File: src/include/zynq_shell_macros.svh
`ifndef ZYNQ_SHELL_MACROS_SVH
`define ZYNQ_SHELL_MACROS_SVH

// gp0 axi-lite control port
`define ZS_AXIL_ADDR_W 10
`define ZS_AXIL_DATA_W 32

// host and pl stream fifos
`define ZS_FIFO_DEPTH 4

// machine description rom
`define ZS_ROM_ELS 8

// dram address path
`define ZS_LLC_ADDR_W 28
`define ZS_CACHE_ID_W 3
`define ZS_HP_ADDR_W 32

`endif

File: src/hdl/zynq_dram_pkg.sv
`default_nettype none

`include "zynq_shell_macros.svh"

package zynq_dram_pkg;

  // address of one cache line as seen by the dma side
  typedef logic [`ZS_LLC_ADDR_W-1:0] llc_addr_t;

  // which last level cache issued the request
  typedef logic [`ZS_CACHE_ID_W-1:0] cache_id_t;

  // byte address on the hp0 port
  typedef logic [`ZS_HP_ADDR_W-1:0] hp_addr_t;

endpackage

`default_nettype wire

File: src/hdl/zynq_shell_pkg.sv
`default_nettype none

`include "zynq_shell_macros.svh"

package zynq_shell_pkg;

  // byte addresses on gp0
  typedef enum logic [`ZS_AXIL_ADDR_W-1:0] {
    CSR_DRAM_BASE = 10'h000,
    CSR_ROM_ADDR  = 10'h004,
    CSR_ROM_DATA  = 10'h008,
    CSR_TX_FIFO   = 10'h00C,
    CSR_RX_FIFO   = 10'h010,
    CSR_TX_FREE   = 10'h014,
    CSR_RX_COUNT  = 10'h018
  } csr_addr_e;

  typedef enum logic [1:0] {
    RESP_OKAY   = 2'd0,
    RESP_SLVERR = 2'd2
  } axil_resp_e;

  typedef enum logic {
    ST_IDLE = 1'b0,
    ST_RESP = 1'b1
  } axil_state_e;

  // machine description: version, pod geometry, cache shape, fifo info
  localparam logic [`ZS_AXIL_DATA_W-1:0] config_rom_c [`ZS_ROM_ELS] = '{
    32'h0004_0001, 32'h0000_0010, 32'h0000_0008, 32'h0000_0004,
    32'h0000_0040, 32'h0000_0008, 32'h0000_0004, 32'hC0DE_5E11
  };

endpackage

`default_nettype wire

File: src/hdl/axil_csr_slave.sv
`default_nettype none

`include "zynq_shell_macros.svh"

module axil_csr_slave
  ( input  logic                                   aclk
  , input  logic                                   arst_n_i
  , input  logic [`ZS_AXIL_ADDR_W-1:0]             awaddr_i
  , input  logic                                   awvalid_i
  , output logic                                   awready_o
  , input  logic [`ZS_AXIL_DATA_W-1:0]             wdata_i
  , input  logic [`ZS_AXIL_DATA_W/8-1:0]           wstrb_i
  , input  logic                                   wvalid_i
  , output logic                                   wready_o
  , output zynq_shell_pkg::axil_resp_e             bresp_o
  , output logic                                   bvalid_o
  , input  logic                                   bready_i
  , input  logic [`ZS_AXIL_ADDR_W-1:0]             araddr_i
  , input  logic                                   arvalid_i
  , output logic                                   arready_o
  , output logic [`ZS_AXIL_DATA_W-1:0]             rdata_o
  , output zynq_shell_pkg::axil_resp_e             rresp_o
  , output logic                                   rvalid_o
  , input  logic                                   rready_i
  , output logic [`ZS_AXIL_DATA_W-1:0]             tx_data_o
  , output logic                                   tx_valid_o
  , input  logic                                   tx_ready_i
  , input  logic [$clog2(`ZS_FIFO_DEPTH+1)-1:0]    tx_count_i
  , input  logic [`ZS_AXIL_DATA_W-1:0]             rx_data_i
  , input  logic                                   rx_valid_i
  , output logic                                   rx_ready_o
  , input  logic [$clog2(`ZS_FIFO_DEPTH+1)-1:0]    rx_count_i
  , output zynq_dram_pkg::hp_addr_t                dram_base_o
  );

  import zynq_shell_pkg::*;
  import zynq_dram_pkg::*;

  localparam int DATA_W = `ZS_AXIL_DATA_W;
  localparam int ROM_AW = $clog2(`ZS_ROM_ELS);

  axil_state_e       wr_state_q;
  axil_state_e       rd_state_q;
  axil_resp_e        bresp_q;
  axil_resp_e        rresp_q;
  axil_resp_e        rd_resp;
  logic [DATA_W-1:0] rdata_q;
  logic [DATA_W-1:0] rd_data;
  logic [DATA_W-1:0] rom_addr_q;
  logic [DATA_W-1:0] rom_word;
  hp_addr_t          dram_base_q;
  logic              wr_fire;
  logic              rd_fire;

  function automatic logic [DATA_W-1:0] merge_bytes
    ( input logic [DATA_W-1:0]   old_val
    , input logic [DATA_W-1:0]   new_val
    , input logic [DATA_W/8-1:0] strb
    );
    logic [DATA_W-1:0] res;
    res = old_val;
    for (int b = 0; b < DATA_W/8; b++)
    begin
      if (strb[b])
      begin
        res[8*b +: 8] = new_val[8*b +: 8];
      end
    end
    return res;
  endfunction

  //////////////////////////////////////////////////
  // write channel

  // aw and w are taken together in one cycle
  assign wr_fire   = (wr_state_q == ST_IDLE) && awvalid_i && wvalid_i;
  assign awready_o = wr_fire;
  assign wready_o  = wr_fire;
  assign bvalid_o  = (wr_state_q == ST_RESP);
  assign bresp_o   = bresp_q;

  // no push when full, the write gets SLVERR instead
  assign tx_valid_o  = wr_fire && (awaddr_i == CSR_TX_FIFO) && tx_ready_i;
  assign tx_data_o   = wdata_i;
  assign dram_base_o = dram_base_q;

  always_ff @(posedge aclk or negedge arst_n_i)
  begin
    if (!arst_n_i)
    begin
      wr_state_q  <= ST_IDLE;
      bresp_q     <= RESP_OKAY;
      dram_base_q <= '0;
      rom_addr_q  <= '0;
    end
    else if (wr_fire)
    begin
      wr_state_q <= ST_RESP;
      bresp_q    <= RESP_OKAY;
      case (awaddr_i)
        CSR_DRAM_BASE: dram_base_q <= merge_bytes(dram_base_q, wdata_i, wstrb_i);
        CSR_ROM_ADDR:  rom_addr_q  <= merge_bytes(rom_addr_q, wdata_i, wstrb_i);
        CSR_TX_FIFO:   bresp_q     <= tx_ready_i ? RESP_OKAY : RESP_SLVERR;
        default:       ;
      endcase
    end
    else if (bvalid_o && bready_i)
    begin
      wr_state_q <= ST_IDLE;
    end
  end

  //////////////////////////////////////////////////
  // read channel

  assign rd_fire    = (rd_state_q == ST_IDLE) && arvalid_i;
  assign arready_o  = (rd_state_q == ST_IDLE);
  assign rvalid_o   = (rd_state_q == ST_RESP);
  assign rdata_o    = rdata_q;
  assign rresp_o    = rresp_q;
  assign rx_ready_o = rd_fire && (araddr_i == CSR_RX_FIFO);

  // words past the end of the rom read as zero
  assign rom_word = (rom_addr_q < `ZS_ROM_ELS) ? config_rom_c[rom_addr_q[ROM_AW-1:0]] : '0;

  always_comb
  begin
    rd_data = '0;
    rd_resp = RESP_OKAY;
    case (araddr_i)
      CSR_DRAM_BASE: rd_data = dram_base_q;
      CSR_ROM_ADDR:  rd_data = rom_addr_q;
      CSR_ROM_DATA:  rd_data = rom_word;
      CSR_RX_FIFO:
      begin
        rd_data = rx_valid_i ? rx_data_i : '0;
        rd_resp = rx_valid_i ? RESP_OKAY : RESP_SLVERR;
      end
      CSR_TX_FREE:   rd_data = DATA_W'(`ZS_FIFO_DEPTH) - DATA_W'(tx_count_i);
      CSR_RX_COUNT:  rd_data = DATA_W'(rx_count_i);
      default:       ;
    endcase
  end

  always_ff @(posedge aclk or negedge arst_n_i)
  begin
    if (!arst_n_i)
    begin
      rd_state_q <= ST_IDLE;
      rresp_q    <= RESP_OKAY;
    end
    else if (rd_fire)
    begin
      rd_state_q <= ST_RESP;
      rresp_q    <= rd_resp;
    end
    else if (rvalid_o && rready_i)
    begin
      rd_state_q <= ST_IDLE;
    end
  end

  always_ff @(posedge aclk)
  begin
    if (rd_fire)
    begin
      rdata_q <= rd_data;
    end
  end

endmodule

`default_nettype wire

File: src/hdl/dram_addr_remap.sv
`default_nettype none

`include "zynq_shell_macros.svh"

module dram_addr_remap
  ( input  logic                     aclk
  , input  logic                     arst_n_i
  , input  zynq_dram_pkg::llc_addr_t dma_addr_i
  , input  zynq_dram_pkg::cache_id_t dma_cache_id_i
  , input  logic                     dma_valid_i
  , output logic                     dma_ready_o
  , input  zynq_dram_pkg::hp_addr_t  dram_base_i
  , output zynq_dram_pkg::hp_addr_t  hp0_addr_o
  , output logic                     hp0_valid_o
  , input  logic                     hp0_ready_i
  );

  import zynq_dram_pkg::*;

  // line address bits left below the cache id
  localparam int LOW_W = `ZS_LLC_ADDR_W - `ZS_CACHE_ID_W;

  llc_addr_t packed_addr;
  hp_addr_t  hp0_addr_q;
  logic      hp0_valid_q;
  logic      accept;

  assign packed_addr = {dma_cache_id_i, dma_addr_i[LOW_W-1:0]};

  // slot is free when empty or drained this cycle
  assign dma_ready_o = !hp0_valid_q || hp0_ready_i;
  assign accept      = dma_valid_i && dma_ready_o;
  assign hp0_addr_o  = hp0_addr_q;
  assign hp0_valid_o = hp0_valid_q;

  always_ff @(posedge aclk or negedge arst_n_i)
  begin
    if (!arst_n_i)
    begin
      hp0_valid_q <= 1'b0;
    end
    else if (dma_ready_o)
    begin
      hp0_valid_q <= dma_valid_i;
    end
  end

  always_ff @(posedge aclk)
  begin
    if (accept)
    begin
      hp0_addr_q <= hp_addr_t'(packed_addr) + dram_base_i;
    end
  end

endmodule

`default_nettype wire

File: src/hdl/pl_fifo.sv
`default_nettype none

module pl_fifo
  #( parameter int DEPTH = 4
   , parameter int WIDTH = 32
   )
  ( input  logic                       aclk
  , input  logic                       arst_n_i
  , input  logic [WIDTH-1:0]           in_data_i
  , input  logic                       in_valid_i
  , output logic                       in_ready_o
  , output logic [WIDTH-1:0]           out_data_o
  , output logic                       out_valid_o
  , input  logic                       out_ready_i
  , output logic [$clog2(DEPTH+1)-1:0] count_o
  );

  localparam int PTR_W = (DEPTH > 1) ? $clog2(DEPTH) : 1;
  localparam int CNT_W = $clog2(DEPTH + 1);

  logic [WIDTH-1:0] mem_q [DEPTH];
  logic [PTR_W-1:0] wr_ptr_q;
  logic [PTR_W-1:0] rd_ptr_q;
  logic [CNT_W-1:0] count_q;
  logic             push;
  logic             pop;

  function automatic logic [PTR_W-1:0] next_ptr(input logic [PTR_W-1:0] ptr);
    return (ptr == PTR_W'(DEPTH - 1)) ? '0 : ptr + 1'b1;
  endfunction

  assign in_ready_o  = (count_q != CNT_W'(DEPTH));
  assign out_valid_o = (count_q != '0);
  assign out_data_o  = mem_q[rd_ptr_q];
  assign count_o     = count_q;
  assign push        = in_valid_i && in_ready_o;
  assign pop         = out_valid_o && out_ready_i;

  always_ff @(posedge aclk or negedge arst_n_i)
  begin
    if (!arst_n_i)
    begin
      wr_ptr_q <= '0;
      rd_ptr_q <= '0;
      count_q  <= '0;
    end
    else
    begin
      if (push)
      begin
        wr_ptr_q <= next_ptr(wr_ptr_q);
      end
      if (pop)
      begin
        rd_ptr_q <= next_ptr(rd_ptr_q);
      end
      // count only moves when one side fires alone
      if (push && !pop)
      begin
        count_q <= count_q + 1'b1;
      end
      else if (pop && !push)
      begin
        count_q <= count_q - 1'b1;
      end
    end
  end

  always_ff @(posedge aclk)
  begin
    if (push)
    begin
      mem_q[wr_ptr_q] <= in_data_i;
    end
  end

endmodule

`default_nettype wire

File: src/hdl/zynq_shell_top.sv
`default_nettype none

`include "zynq_shell_macros.svh"

module zynq_shell_top
  ( input  logic                             aclk
  , input  logic                             arst_n_i
  , input  logic [`ZS_AXIL_ADDR_W-1:0]       gp0_axi_awaddr_i
  , input  logic                             gp0_axi_awvalid_i
  , output logic                             gp0_axi_awready_o
  , input  logic [`ZS_AXIL_DATA_W-1:0]       gp0_axi_wdata_i
  , input  logic [`ZS_AXIL_DATA_W/8-1:0]     gp0_axi_wstrb_i
  , input  logic                             gp0_axi_wvalid_i
  , output logic                             gp0_axi_wready_o
  , output zynq_shell_pkg::axil_resp_e       gp0_axi_bresp_o
  , output logic                             gp0_axi_bvalid_o
  , input  logic                             gp0_axi_bready_i
  , input  logic [`ZS_AXIL_ADDR_W-1:0]       gp0_axi_araddr_i
  , input  logic                             gp0_axi_arvalid_i
  , output logic                             gp0_axi_arready_o
  , output logic [`ZS_AXIL_DATA_W-1:0]       gp0_axi_rdata_o
  , output zynq_shell_pkg::axil_resp_e       gp0_axi_rresp_o
  , output logic                             gp0_axi_rvalid_o
  , input  logic                             gp0_axi_rready_i
  , output logic [`ZS_AXIL_DATA_W-1:0]       host_req_data_o
  , output logic                             host_req_valid_o
  , input  logic                             host_req_ready_i
  , input  logic [`ZS_AXIL_DATA_W-1:0]       pl_req_data_i
  , input  logic                             pl_req_valid_i
  , output logic                             pl_req_ready_o
  , input  zynq_dram_pkg::llc_addr_t         dma_addr_i
  , input  zynq_dram_pkg::cache_id_t         dma_cache_id_i
  , input  logic                             dma_valid_i
  , output logic                             dma_ready_o
  , output zynq_dram_pkg::hp_addr_t          hp0_addr_o
  , output logic                             hp0_valid_o
  , input  logic                             hp0_ready_i
  );

  import zynq_dram_pkg::*;

  localparam int CNT_W = $clog2(`ZS_FIFO_DEPTH + 1);

  logic [`ZS_AXIL_DATA_W-1:0] tx_push_data;
  logic                       tx_push_valid;
  logic                       tx_push_ready;
  logic [CNT_W-1:0]           tx_count;
  logic [`ZS_AXIL_DATA_W-1:0] rx_pop_data;
  logic                       rx_pop_valid;
  logic                       rx_pop_ready;
  logic [CNT_W-1:0]           rx_count;
  hp_addr_t                   dram_base;

  //////////////////////////////////////////////////
  // gp0 control registers

  axil_csr_slave csr_i
    ( .aclk        (aclk)
    , .arst_n_i    (arst_n_i)
    , .awaddr_i    (gp0_axi_awaddr_i)
    , .awvalid_i   (gp0_axi_awvalid_i)
    , .awready_o   (gp0_axi_awready_o)
    , .wdata_i     (gp0_axi_wdata_i)
    , .wstrb_i     (gp0_axi_wstrb_i)
    , .wvalid_i    (gp0_axi_wvalid_i)
    , .wready_o    (gp0_axi_wready_o)
    , .bresp_o     (gp0_axi_bresp_o)
    , .bvalid_o    (gp0_axi_bvalid_o)
    , .bready_i    (gp0_axi_bready_i)
    , .araddr_i    (gp0_axi_araddr_i)
    , .arvalid_i   (gp0_axi_arvalid_i)
    , .arready_o   (gp0_axi_arready_o)
    , .rdata_o     (gp0_axi_rdata_o)
    , .rresp_o     (gp0_axi_rresp_o)
    , .rvalid_o    (gp0_axi_rvalid_o)
    , .rready_i    (gp0_axi_rready_i)
    , .tx_data_o   (tx_push_data)
    , .tx_valid_o  (tx_push_valid)
    , .tx_ready_i  (tx_push_ready)
    , .tx_count_i  (tx_count)
    , .rx_data_i   (rx_pop_data)
    , .rx_valid_i  (rx_pop_valid)
    , .rx_ready_o  (rx_pop_ready)
    , .rx_count_i  (rx_count)
    , .dram_base_o (dram_base)
    );

  //////////////////////////////////////////////////
  // host <-> pl streams

  pl_fifo #(.DEPTH(`ZS_FIFO_DEPTH), .WIDTH(`ZS_AXIL_DATA_W)) tx_fifo_i
    ( .aclk        (aclk)
    , .arst_n_i    (arst_n_i)
    , .in_data_i   (tx_push_data)
    , .in_valid_i  (tx_push_valid)
    , .in_ready_o  (tx_push_ready)
    , .out_data_o  (host_req_data_o)
    , .out_valid_o (host_req_valid_o)
    , .out_ready_i (host_req_ready_i)
    , .count_o     (tx_count)
    );

  pl_fifo #(.DEPTH(`ZS_FIFO_DEPTH), .WIDTH(`ZS_AXIL_DATA_W)) rx_fifo_i
    ( .aclk        (aclk)
    , .arst_n_i    (arst_n_i)
    , .in_data_i   (pl_req_data_i)
    , .in_valid_i  (pl_req_valid_i)
    , .in_ready_o  (pl_req_ready_o)
    , .out_data_o  (rx_pop_data)
    , .out_valid_o (rx_pop_valid)
    , .out_ready_i (rx_pop_ready)
    , .count_o     (rx_count)
    );

  // cache dma addresses onto hp0
  dram_addr_remap remap_i
    ( .aclk           (aclk)
    , .arst_n_i       (arst_n_i)
    , .dma_addr_i     (dma_addr_i)
    , .dma_cache_id_i (dma_cache_id_i)
    , .dma_valid_i    (dma_valid_i)
    , .dma_ready_o    (dma_ready_o)
    , .dram_base_i    (dram_base)
    , .hp0_addr_o     (hp0_addr_o)
    , .hp0_valid_o    (hp0_valid_o)
    , .hp0_ready_i    (hp0_ready_i)
    );

endmodule

`default_nettype wire

File: config.mk
export PLATFORM = sky130hd
export DESIGN_NAME = zynq_shell_top
export DESIGN_NICKNAME = d
export VERILOG_FILES = /design/src/hdl/zynq_dram_pkg.sv /design/src/hdl/zynq_shell_pkg.sv /design/src/hdl/axil_csr_slave.sv /design/src/hdl/dram_addr_remap.sv /design/src/hdl/pl_fifo.sv /design/src/hdl/zynq_shell_top.sv
export VERILOG_INCLUDE_DIRS = /design/src /design/src/include
export SDC_FILE = /design/constraint.sdc
export NUM_CORES = 1
export LEC_CHECK = 0
export BUFFER_PORTS_ARGS = -buffer_cell sky130_fd_sc_hd__buf_4
export CAP_MARGIN = 25
export CORE_MARGIN = 2
export CORE_UTILIZATION = 45
export DETAILED_ROUTE_END_ITERATION = 12
export HOLD_SLACK_MARGIN = 0.1
export PLACE_DENSITY_LB_ADDON = 0.08
export SYNTH_ARGS = -nofsm -noshare
export SYNTH_HDL_FRONTEND = slang
export SYNTH_SLANG_ARGS = --single-unit
File: constraint.sdc
create_clock -name aclk -period 6.72 [get_ports aclk]
set_clock_uncertainty 0.15 [all_clocks]
set_input_delay 0.672 -clock aclk [delete_from_list [all_inputs] [get_ports aclk]]
set_output_delay 0.672 -clock aclk [all_outputs]
set_load 0.1 [all_outputs]
# Word level (Yosys, flattened, before mapping)
# Memories as Yosys holds them, arrays and structs flattened.
# Cells that the tools add are included.
# totals
n_memories,3
word_cells,116
input_bits,130
register_bits,149
output_inout_bits,109
ramBits,256
romBits,256
# memory_table
memory,depth,width,rd,rd_ports_with_merged_regs,write_ports,line,rtl
(name not given),8,32,1,0,0,axil_csr_slave.sv:124,assign rom_word = (rom_addr_q < `ZS_ROM_ELS) ? config_rom_c[rom_addr_q[ROM_AW-1:0]] : '0;
rx_fifo_i.mem_q,4,32,1,0,1,pl_fifo.sv:21,logic [WIDTH-1:0] mem_q [DEPTH];
tx_fifo_i.mem_q,4,32,1,0,1,pl_fifo.sv:21,
# op_classes
bitwise,3
mux,25
n_reduce_logical,39
n_eq_ne,13
n_lt_le_gt_ge,2
n_addsub,10
# ops
operator,count
32-bit case mux with 6 select lines,1
32-bit two-way mux,4
28-bit by 32-bit adder with 32-bit output,1
32-bit by 4-bit < comparator with 1-bit output (second input constant),1
10-bit by 5-bit == test with 1-bit output (second input constant),3
3-bit AND reduction,8
10-bit by 3-bit == test with 1-bit output (second input constant),2
10-bit by 4-bit == test with 1-bit output (second input constant),2
10-bit logical NOT,2
1-bit logical AND,17
2-bit two-way mux,8
3-bit two-way mux,4
2-bit by 1-bit adder with 2-bit output (second input constant),4
2-bit == test (second input constant),4
1-bit two-way mux,8
2-bit nonzero test,4
3-bit by 1-bit adder with 3-bit output (second input constant),2
3-bit != test (second input constant),2
3-bit nonzero test,2
3-bit by 1-bit subtractor with 3-bit output (second input constant),2
1-bit logical NOT,5
4-bit greater-or-equal comparator (second input constant),1
3-bit NOT with 4-bit output,1
3-bit by 3-bit subtractor with 4-bit output (first input constant),1
other kinds (2),3

# Longest topological paths before layout
# Gate-level depths: netlist (run 1).
# depth
word_depth,10
ltp_mapped,12
mapped_depth_nobuf,12

# Modules after synthesis
# From an unflattened synthesis (run 1), not the netlist that was laid out.
# unflattened
cells_unflattened,1102
hier_area_um2,18071.1
# modules_own_cells
module,cells_each,area_per_inst_um2,n_inst,seq_area_each_um2
pl_fifo,205,5106.1,2,4018.9
axil_csr_slave,414,5034.8,1,2662.6
dram_addr_remap,278,2824.0,1,985.9

# Least setup slack after synthesis (run 1)
# Ideal clock, no wire load.
# synth_path
kind,register to register
start,register csr_i.rd_state_q (netlist: csr_i.rvalid_o)
end,register rx_fifo_i.count_q[1] (netlist: rx_fifo_i.count_o[1])
setup_ns,0.125
period_less_slack_ns,3.340
path_stages_with_launch,9
t_arrival_ns,3.065
required_ns,6.445
slack_ns,3.380
n_path_buf,0
path_cell_list,dfrtp_1 > inv_1 > nand2_1 > nor3_1 > inv_1 > ha_1 > inv_1 > fa_1 > mux2_2
# synth_between
elab_chain_cells,7
elab_cells_between_ends,9
cone_classes,mux (1); bitwise (1); reduce/logical (7)
# synth_rtl
item,line,rtl
"start, declared",axil_csr_slave.sv:43,axil_state_e rd_state_q;
"start signal, assigned",axil_csr_slave.sv:149,rd_state_q <= ST_IDLE;
"start signal, assigned",axil_csr_slave.sv:154,rd_state_q <= ST_RESP;
"start signal, assigned",axil_csr_slave.sv:159,rd_state_q <= ST_IDLE;
1-bit NOT *,n/a,
via gp0_axi_arready_o,zynq_shell_top.sv:20,", output logic gp0_axi_arready_o"
1-bit logical AND *,axil_csr_slave.sv:116,assign rd_fire = (rd_state_q == ST_IDLE) && arvalid_i;
1-bit logical AND *,axil_csr_slave.sv:121,assign rx_ready_o = rd_fire && (araddr_i == CSR_RX_FIFO);
1-bit logical AND *,pl_fifo.sv:37,assign pop = out_valid_o && out_ready_i;
1-bit logical NOT,pl_fifo.sv:58,if (push && !pop)
1-bit logical AND,pl_fifo.sv:58,
3-bit two-way mux or 2-bit nonzero test (tied branches),n/a,
"end signal, assigned",pl_fifo.sv:60,count_q <= count_q + 1'b1;
"end signal, assigned",pl_fifo.sv:64,count_q <= count_q - 1'b1;
"end, declared",pl_fifo.sv:24,logic [CNT_W-1:0] count_q;
# Mark *: on every way through the listed nets, which the timed path passes. The rest lies on a longest branch.
# A chain may end at the register's enable or synchronous reset.

# Final worst setup path (run 1)
# layout_path
start,register csr_i.dram_base_q[0] (netlist: csr_i.dram_base_o[0])
end,register remap_i.hp0_addr_q[30] (netlist: remap_i.hp0_addr_o[30]) (data pin)
# layout_between
elab_chain_cells,1
# layout_rtl
item,line,rtl
"start, declared",axil_csr_slave.sv:51,hp_addr_t dram_base_q;
"start signal, assigned",axil_csr_slave.sv:101,"CSR_DRAM_BASE: dram_base_q <= merge_bytes(dram_base_q, wdata_i, wstrb_i);"
28-bit by 32-bit adder with 32-bit output,dram_addr_remap.sv:52,hp0_addr_q <= hp_addr_t'(packed_addr) + dram_base_i;
"end signal, assigned",dram_addr_remap.sv:52,
"end, declared",dram_addr_remap.sv:24,hp_addr_t hp0_addr_q;
# Every way passes these cells.

==> results of run 1 <==
[power by group through the flow]
stage	registers [mW]	logic, mW	clock network (mW)
final	3.05	1.93	2.43
after global routing	3.08	2.02	2.58
after CTS	3.06	1.95	2.47
after detailed placement	3.11	1.95	0
after global placement	3.10	1.94	0
after floorplan	3.21	1.35	0
[registers in the layout, indices dropped and copies added (netlist names), 3 cells and up]
register	cells
rx_fifo_i.mem_q	128
tx_fifo_i.mem_q	128
csr_i.dram_base_o	32
csr_i.rdata_o	32
csr_i.rom_addr_q	32
remap_i.hp0_addr_o	32
rx_fifo_i.count_o	3
tx_fifo_i.count_o	3
[metal layers]
metal  up-vias  global-route usage [%]  part of all wire, %
met2       295                    32.1                   47
li1       4534                       -                    -
met5         -                       0                    0
met1      4921                    29.5                   45
met4         0                    6.66                  2.9
met3        68                    3.66                  5.6
[path summary, 6_finish.rpt]
check / from / depth (start not counted) / to
setup / recovery: csr_i.dram_base_o[0]$_DFFE_PN0P_ / 9 / remap_i.hp0_addr_o[30]$_DFFE_PP_
hold / removal: gp0_axi_rready_i / 2 / csr_i.rvalid_o$_DFFE_PN0P_
setup reg to reg: csr_i.dram_base_o[0]$_DFFE_PN0P_ / 9 / remap_i.hp0_addr_o[30]$_DFFE_PP_
hold reg to reg: csr_i.bresp_o[1]$_DFFE_PN0P_ / 2 / csr_i.bresp_o[1]$_DFFE_PN0P_
max in group asynchronous: arst_n_i / 4 / remap_i.hp0_valid_o$_DFFE_PN0N_
min in group asynchronous: arst_n_i / 2 / csr_i.bvalid_o$_DFFE_PN0P_
[logic make-up after synthesis]
logic type,after synthesis
other cells,1
compound gates,133
simple gates,192
xor+xnor,35
mux,134
fa+ha+maj,46
flops,403
buf+inv,68
[critical path: stages, from the launching register on]
cell	delay, ps
dfrtp_1	440
ha_1	250
fa_1	410
a21o_1	200
a221oi_1	510
a21oi_1	290
a31oi_1	510
o221a_2	330
nor2_1	50
xor2_1	140
[stage by stage]
step | instance area, µm² | instances | total power, mW | hold WS (ps)
finish | 20900 | 1814 | 7.41 | 162
global placement | 19400 | 1731 | 5.04 | 325
detailed placement | 19400 | 1731 | 5.06 | 341
global route | 20900 | 1814 | 7.68 | 140
CTS | 20900 | 1812 | 7.48 | 143
floorplan | 17100 | 1013 | 4.56 | 226
[what timing repair did]
action | CTS | global route
buffers inserted | 0 | 0
hold buffers | 1 | 0
endpoints found under the hold margin | 9 | 0
[final cells by class]
| type | count | area (µm²) |
|---|---|---|
| Clock buffer | 59 | 1220 |
| Clock inverter | 21 | 241 |
| Timing Repair Buffer | 254 | 1930 |
| Sequential cell | 403 | 11700 |
| Tap cell | 511 | 639 |
| Multi-Input combinational cell | 542 | 5100 |
| Fill cell | 3046 | 16600 |
| Inverter | 24 | 90.1 |
[cell usage in the layout (no fill, tap or decap), drive strengths merged, types with 15 or more instances in the layout]
cell type,instances
a21oi,31
a221oi,19
buf,253
clkbuf,59
dfrtp,83
edfxtp,320
ha,43
inv,25
mux2,70
mux4,64
nand2,83
nand3,15
nor2,23
o21ai,22
xnor2,17
xor2,18
==> impl_metrics.toml, run 1 <==
[outcome]
status = "completed"

[sta]
clock.fmax_mhz = 282
grt_setup_unrepaired = "false"
finalSetupViolCount = 0
fin_ws_ps = 3180
hold_viol_final = 0
fin_crit_sh_pct = 52.7
tightest_slew_ps = 855
timing.setup.tns_ps = 0
period_minus_slack_ps = 3540
report.final.slew_viol_count = 0
slew_headroom_pct = 43.0

[synthesis]
yosys.area.top_type = "edfxtp_1"
synth_mux_area_share_pct = 13.1
ys_warn_count = 0
synth_cells = 1012
synthDominantCellAreaShare_pct = 56.3
netlist_area_um2 = 17100
synth.area.top_cells = "edfxtp_1 56%, dfrtp_1 12%, mux4_2 8.5%"
synth-adder-area-share_pct = 3.51
avgSynthCellArea_um2 = 16.9
synth_top_family_by_area = "multiplexers"
synth_most_common_cell = "edfxtp_1"
synth_seq_cells = 403
synth_simple_gate_area_share_pct = 5.61
synth-main-ff-cell = "edfxtp_1"
synth_edf_count = 320
yosys.area_share.xor_xnor_pct = 1.80
yosys-top-cells-count = "320 x edfxtp_1, 83 x dfrtp_1, 83 x nand2_1, 70 x mux2_2, 64 x mux4_2"
ys_types = 65
synth_compound_area_share_pct = 5.83
async_flop_share_pct = 20.6
ys_seq_area_share_pct = 68.5

[grt]
antenna_found_initial = 0
grt-ovfl-total = 0
grt_use_total_pct = 20.6
grt_max_degree = 75
grt_pass1_wl_um = 59400
grt_pass1_vias = 9672

[drt]
postRouteAntennaNets = 0
first_iter_violations = 657
wirelength_um = 40700
routed_via_density = 5.41
wl_per_cell_um = 22.5
num_vias = 9818
route.detailed.drc = 0
first_pass_iters = 6

[power]
swShare_pct = 33.7
ir_worst_vdd_mv = 0.249
power_frac_clock_pct = 32.7
comb_power_share_pct = 26.1
internal_power_mw = 4.91
p_per_area_nw_per_um2 = 354
p_seq_share_pct = 41.2
switching_power_mw = 2.49
cellLeakagePower_nw = 8.23

[placed_design]
place_hpwl_um = 28600
port_buffers = 233
dp_worst_setup_slack_ps = 2900
gp_congestion = 0.893

[clock_network]
clock_path_buffers = 3
insertion_delay_ps = 540
cts-resized-gates = 0
root_buffer = "clkbuf_16"
path_clk_slew_ps = 60
cts_made_buffers = 44
cts_tree = "built"
cts_sinks = 403
h-tree-depth = 2

[worst_setup_path]
critPathMaxFanout = 3
required_ps = 6850
cp-end-kind = "flop"
arrival_ps = 3670
r2r_slack_ps = 3180
crit_type = "flop to flop"
worstSetupStartpointType = "flop"

[hold_path]
hp-class = "input pin to flop"

[cells_and_area]
drive_gt1_share_pct = 36.1
fin_util_pct = 55.8
syn_to_final_growth_pct = 22.6
fin_nets = 1445
num_antenna_cells = 0

[die]
die_h_um = 199
core.rowCount = 71
start_util_pct = 45.5
dieArea_um2 = 39500
coreArea_um2 = 37500
ios = 239
fp.dieW_um = 199

[flow_run]
maxCapViolCount = 0
(Power assumes the default switching activity.)
==> run 2, diff against run 1 <==
Clock period 6.72 ns to 3.63 ns, I/O delays scaled along.
==> impl_metrics.toml, run 2 (same netlist as run 1, synthesis figures left out) <==
[sta]
timing.setup.tns_ps = 0
report.final.slew_viol_count = 0
hold_viol_final = 0
tightest_slew_ps = 769
worst_hold_slack_ps = 166
slew_headroom_pct = 48.8
period_minus_slack_ps = 3340
clock.fmax_mhz = 299
fin_crit_sh_pct = 92.0
finalSetupViolCount = 0
grt_setup_unrepaired = "false"

[drt]
first_pass_iters = 4
routed_via_density = 5.34
num_vias = 10100
wl_per_cell_um = 21.6
first_iter_violations = 804
postRouteAntennaNets = 0
wirelength_um = 40900
route.detailed.drc = 0

[worst_setup_path]
r2r_end = "remap_i.hp0_addr_o[30]$_DFFE_PP_"
critPathMaxFanout = 3
cp-endpoint = "remap_i.hp0_addr_o[30]$_DFFE_PP_"
cp-startpoint = "dma_addr_i[0]"
arrival_ps = 3500
required_ps = 3790
cp-end-kind = "flop"
worstSetupStartpointType = "input pin"
crit_type = "input pin to flop"
timing.rr.start = "csr_i.dram_base_o[0]$_DFFE_PN0P_"
worst_r2r_path_depth = 10
r2r_slack_ps = 360

[cells_and_area]
largestRegisters = "rx_fifo_i.mem_q (128), tx_fifo_i.mem_q (128)"
syn_to_final_growth_pct = 27.9
drive_gt1_share_pct = 34.8
num_antenna_cells = 0
final_cell_mix = "320 x edfxtp_1, 262 x buf_4, 83 x nand2_1, 81 x dfrtp_1, 77 x dlygate4sd3_1"
fin_nets = 1530
n_fill_cell = 2999
final_common_cell = "edfxtp_1"
fin_util_pct = 58.2
seqCellArea_um2 = 11700
multi_input_comb_area_um2 = 5100
layout.cells.non_filler = 1898

[outcome]
status = "completed"

[die]
fp.dieW_um = 199
dieArea_um2 = 39500
start_util_pct = 45.5
die_h_um = 199
ios = 239
coreArea_um2 = 37500
core.rowCount = 71

[placed_design]
placed_cells = 1743
gp_congestion = 0.881
place_hpwl_um = 28900
port_buffers = 233

[power]
power_frac_clock_pct = 33.6
ir_worst_vdd_mv = 0.593
internal_power_mw = 9.37
swShare_pct = 33.2
switching_power_mw = 4.65
p_per_area_nw_per_um2 = 643
cellLeakagePower_nw = 8.65
comb_power_share_pct = 26.2
p_seq_share_pct = 40.2

[grt]
grt-ovfl-total = 0
antenna_found_initial = 0
grt_pass1_vias = 10100
grt_pass1_wl_um = 61200
grt_use_total_pct = 21.1
grt_max_degree = 46

[flow_run]
maxCapViolCount = 0

[clock_network]
clock_path_buffers = 3
insertion_delay_ps = 550
cts_sinks = 403
h-tree-depth = 2
cts_setup_buffers = 0
root_buffer = "clkbuf_16"
path_clk_slew_ps = 60
cts_made_buffers = 43
cts_tree = "built"

[hold_path]
hp-class = "input pin to flop"
run 2: changes by cell type in the layout (fill, tap and decap cells not counted), sizes merged:
cell         before  now
buf             253  263
clkbuf           59   55
dlygate4sd3       1   77
bufinv            5    8
clkinvlp          3    2
run 2: cell type report:
| type | instances | area share [%] |
|---|---|---|
| Timing Repair Buffer | 340 | 12.6 |
| Clock inverter | 23 | 1.55 |
| Sequential cell | 403 | 53.6 |
| Tap cell | 511 | 2.93 |
| Clock buffer | 55 | 5.52 |
| Multi-Input combinational cell | 542 | 23.4 |
| Inverter | 24 | 0.413 |
run 2: through the flow:
step / area, µm² / worst slack (ps) / total power, mW
floorplan: 17100 / 290 / 8.45
global placement: 19500 / 313 / 9.35
detailed placement: 19500 / 297 / 9.38
CTS: 21800 / 315 / 14.2
global route: 21800 / 52.2 / 14.5
finish: 21800 / 291 / 14.0
run 2: per-layer routing:
metal | vias to the layer above | global-route usage, % | wire length [µm]
li1 | 4687 | - | -
met1 | 5129 | 30.7 | 18800
met2 | 261 | 32.9 | 19300
met3 | 61 | 3.61 | 1910
met4 | 0 | 5.80 | 896
met5 | - | 0 | 0
run 2: worst min-delay path by stage:
stage,startpoint,to,cells past startpoint
finish,pl_req_valid_i,rx_fifo_i.wr_ptr_q[0]$_DFFE_PN0P_,3
global route,pl_req_valid_i,rx_fifo_i.wr_ptr_q[0]$_DFFE_PN0P_,3
global placement,arst_n_i,tx_fifo_i.wr_ptr_q[0]$_DFFE_PN0P_,1
CTS,pl_req_valid_i,rx_fifo_i.wr_ptr_q[0]$_DFFE_PN0P_,3
detailed placement,arst_n_i,tx_fifo_i.rd_ptr_q[1]$_DFFE_PN0P_,1
floorplan,arst_n_i,csr_i.bresp_o[1]$_DFFE_PN0P_,0
run 2: timing repair:
action	CTS	global route
gates resized for setup	0	0
endpoints found under the hold margin	370	0
hold buffers	77	0
run 2: power groups by stage:
stage                     Combinational (mW)  Sequential (mW)  Clock, mW
after global routing                    3.83             5.68       5.00
after CTS                               3.71             5.65       4.82
after detailed placement                3.64             5.74          0
after global placement                  3.62             5.72          0
final                                   3.67             5.63       4.72
after floorplan                         2.50             5.95          0
run 2: critical path, cell delays in order:
cell,delay [ps]
dlygate4sd3_1,540
buf_4,130
ha_1,230
fa_1,420
a21o_1,190
a221oi_1,500
a21oi_1,270
a31oi_1,280
buf_4,180
o221a_2,210
nor2_1,50
xor2_1,130
==> run 3, diff against run 2 <==
Settings changed: REMOVE_ABC_BUFFERS set to 1.
==> impl_metrics.toml, run 3 (same netlist as run 1, synthesis figures left out) <==
[worst_setup_path]
crit_type = "input pin to flop"
r2r_slack_ps = 490
worstSetupStartpointType = "input pin"
worst_r2r_path_depth = 8
critPathMaxFanout = 3
arrival_ps = 3350
cp-startpoint = "dma_addr_i[0]"
r2r_end = "remap_i.hp0_addr_o[31]$_DFFE_PP_"
required_ps = 3770
cp-end-kind = "flop"
timing.rr.start = "csr_i.dram_base_o[5]$_DFFE_PN0P_"
cp-endpoint = "remap_i.hp0_addr_o[24]$_DFFE_PP_"

[clock_network]
insertion_delay_ps = 540
cts_made_buffers = 44
h-tree-depth = 2
path_clk_slew_ps = 60
cts-resized-gates = 0
cts_sinks = 403
clock_path_buffers = 3
cts_tree = "built"
root_buffer = "clkbuf_16"

[drt]
route.detailed.drc = 0
wl_per_cell_um = 22.1
num_vias = 10200
first_iter_violations = 626
routed_via_density = 5.36
wirelength_um = 42000
postRouteAntennaNets = 0
first_pass_iters = 8

[sta]
worst_hold_slack_ps = 183
slew_headroom_pct = 38.1
report.final.slew_viol_count = 0
period_minus_slack_ps = 3220
fin_ws_ps = 414
finalSetupViolCount = 0
grt_setup_unrepaired = "false"
hold_viol_final = 0
clock.fmax_mhz = 311
timing.setup.tns_ps = 0
fin_crit_sh_pct = 88.6
tightest_slew_ps = 929

[grt]
grt_pass1_vias = 10000
grt_pass1_wl_um = 61300
grt_use_total_pct = 21.2
antenna_found_initial = 0
grt_max_degree = 70
grt-ovfl-total = 0

[power]
p_per_area_nw_per_um2 = 631
p_total_mw = 13.7
ir_worst_vdd_mv = 0.340
cellLeakagePower_nw = 8.59

[placed_design]
placed_cells = 1745
dp_worst_setup_slack_ps = 418
place_hpwl_um = 29200
port_buffers = 233
gp_congestion = 0.846
placed_cell_area_um2 = 19500

[cells_and_area]
fin_nets = 1533
n_fill_cell = 3089
fin_util_pct = 57.9
seqCellArea_um2 = 11700
largestRegisters = "rx_fifo_i.mem_q (128), tx_fifo_i.mem_q (128)"
drive_gt1_share_pct = 34.3
num_antenna_cells = 0
syn_to_final_growth_pct = 27.3
final_cell_mix = "320 x edfxtp_1, 265 x buf_4, 83 x nand2_1, 81 x dfrtp_1, 77 x dlygate4sd3_1"
multi_input_comb_area_um2 = 5100
final_cell_area_um2 = 21700
final_common_cell = "edfxtp_1"
layout.cells.non_filler = 1901

[die]
fp.dieW_um = 199
start_util_pct = 45.5
ios = 239
dieArea_um2 = 39500
die_h_um = 199
coreArea_um2 = 37500
core.rowCount = 71

[flow_run]
maxCapViolCount = 0

[hold_path]
hp-class = "input pin to flop"
min-delay-start = "gp0_axi_araddr_i[2]"

[outcome]
status = "completed"
run 3: report_power, final:
group	leakage, nW	total, mW	internal, mW	switching, mW
sequential	4.06	5.62	5.42	0.203
combinational	3.85	3.68	1.02	2.65
clock	0.689	4.41	2.67	1.73
run 3: area by class of cell:
cell class / instances / area share [%]
clock inverters: 19 / 1.02
inverters: 24 / 0.415
repair buffers: 342 / 12.7
clock buffers: 60 / 5.54
flip-flops and latches: 403 / 53.9
well taps: 511 / 2.95
multi-input cells: 542 / 23.5
run 3: what timing repair did:
action,in CTS,in global routing
hold endpoints to repair,395,0
buffers inserted,0,0
hold buffers,77,0
endpoints found under the setup margin,0,0
run 3: routing by layer:
| metal | wire, µm | GRT usage [%] |
|---|---|---|
| met3 | 2240 | 3.14 |
| met4 | 786 | 5.11 |
| met1 | 19200 | 31.1 |
| met2 | 19700 | 33.6 |
| met5 | 0 | 0 |
run 3: critical path: stages:
cell	delay [ps]
dlygate4sd3_1	530
buf_4	140
ha_1	240
fa_1	420
a21o_1	190
a221oi_1	240
buf_4	180
o21a_1	150
o221ai_1	250
a211o_1	380
a21oi_1	190
xnor2_1	80
run 3: worst min path at each step:
stage	to	slack, ps	cells past startpoint
floorplan	csr_i.bresp_o[1]$_DFFE_PN0P_	-80	0
global placement	csr_i.bresp_o[1]$_DFFE_PN0P_	320	2
detailed placement	csr_i.rresp_o[1]$_DFFE_PN0P_	340	2
CTS	csr_i.rresp_o[1]$_DFFE_PN0P_	160	4
global route	remap_i.hp0_addr_o[3]$_DFFE_PP_	210	3
finish	csr_i.rresp_o[1]$_DFFE_PN0P_	180	4
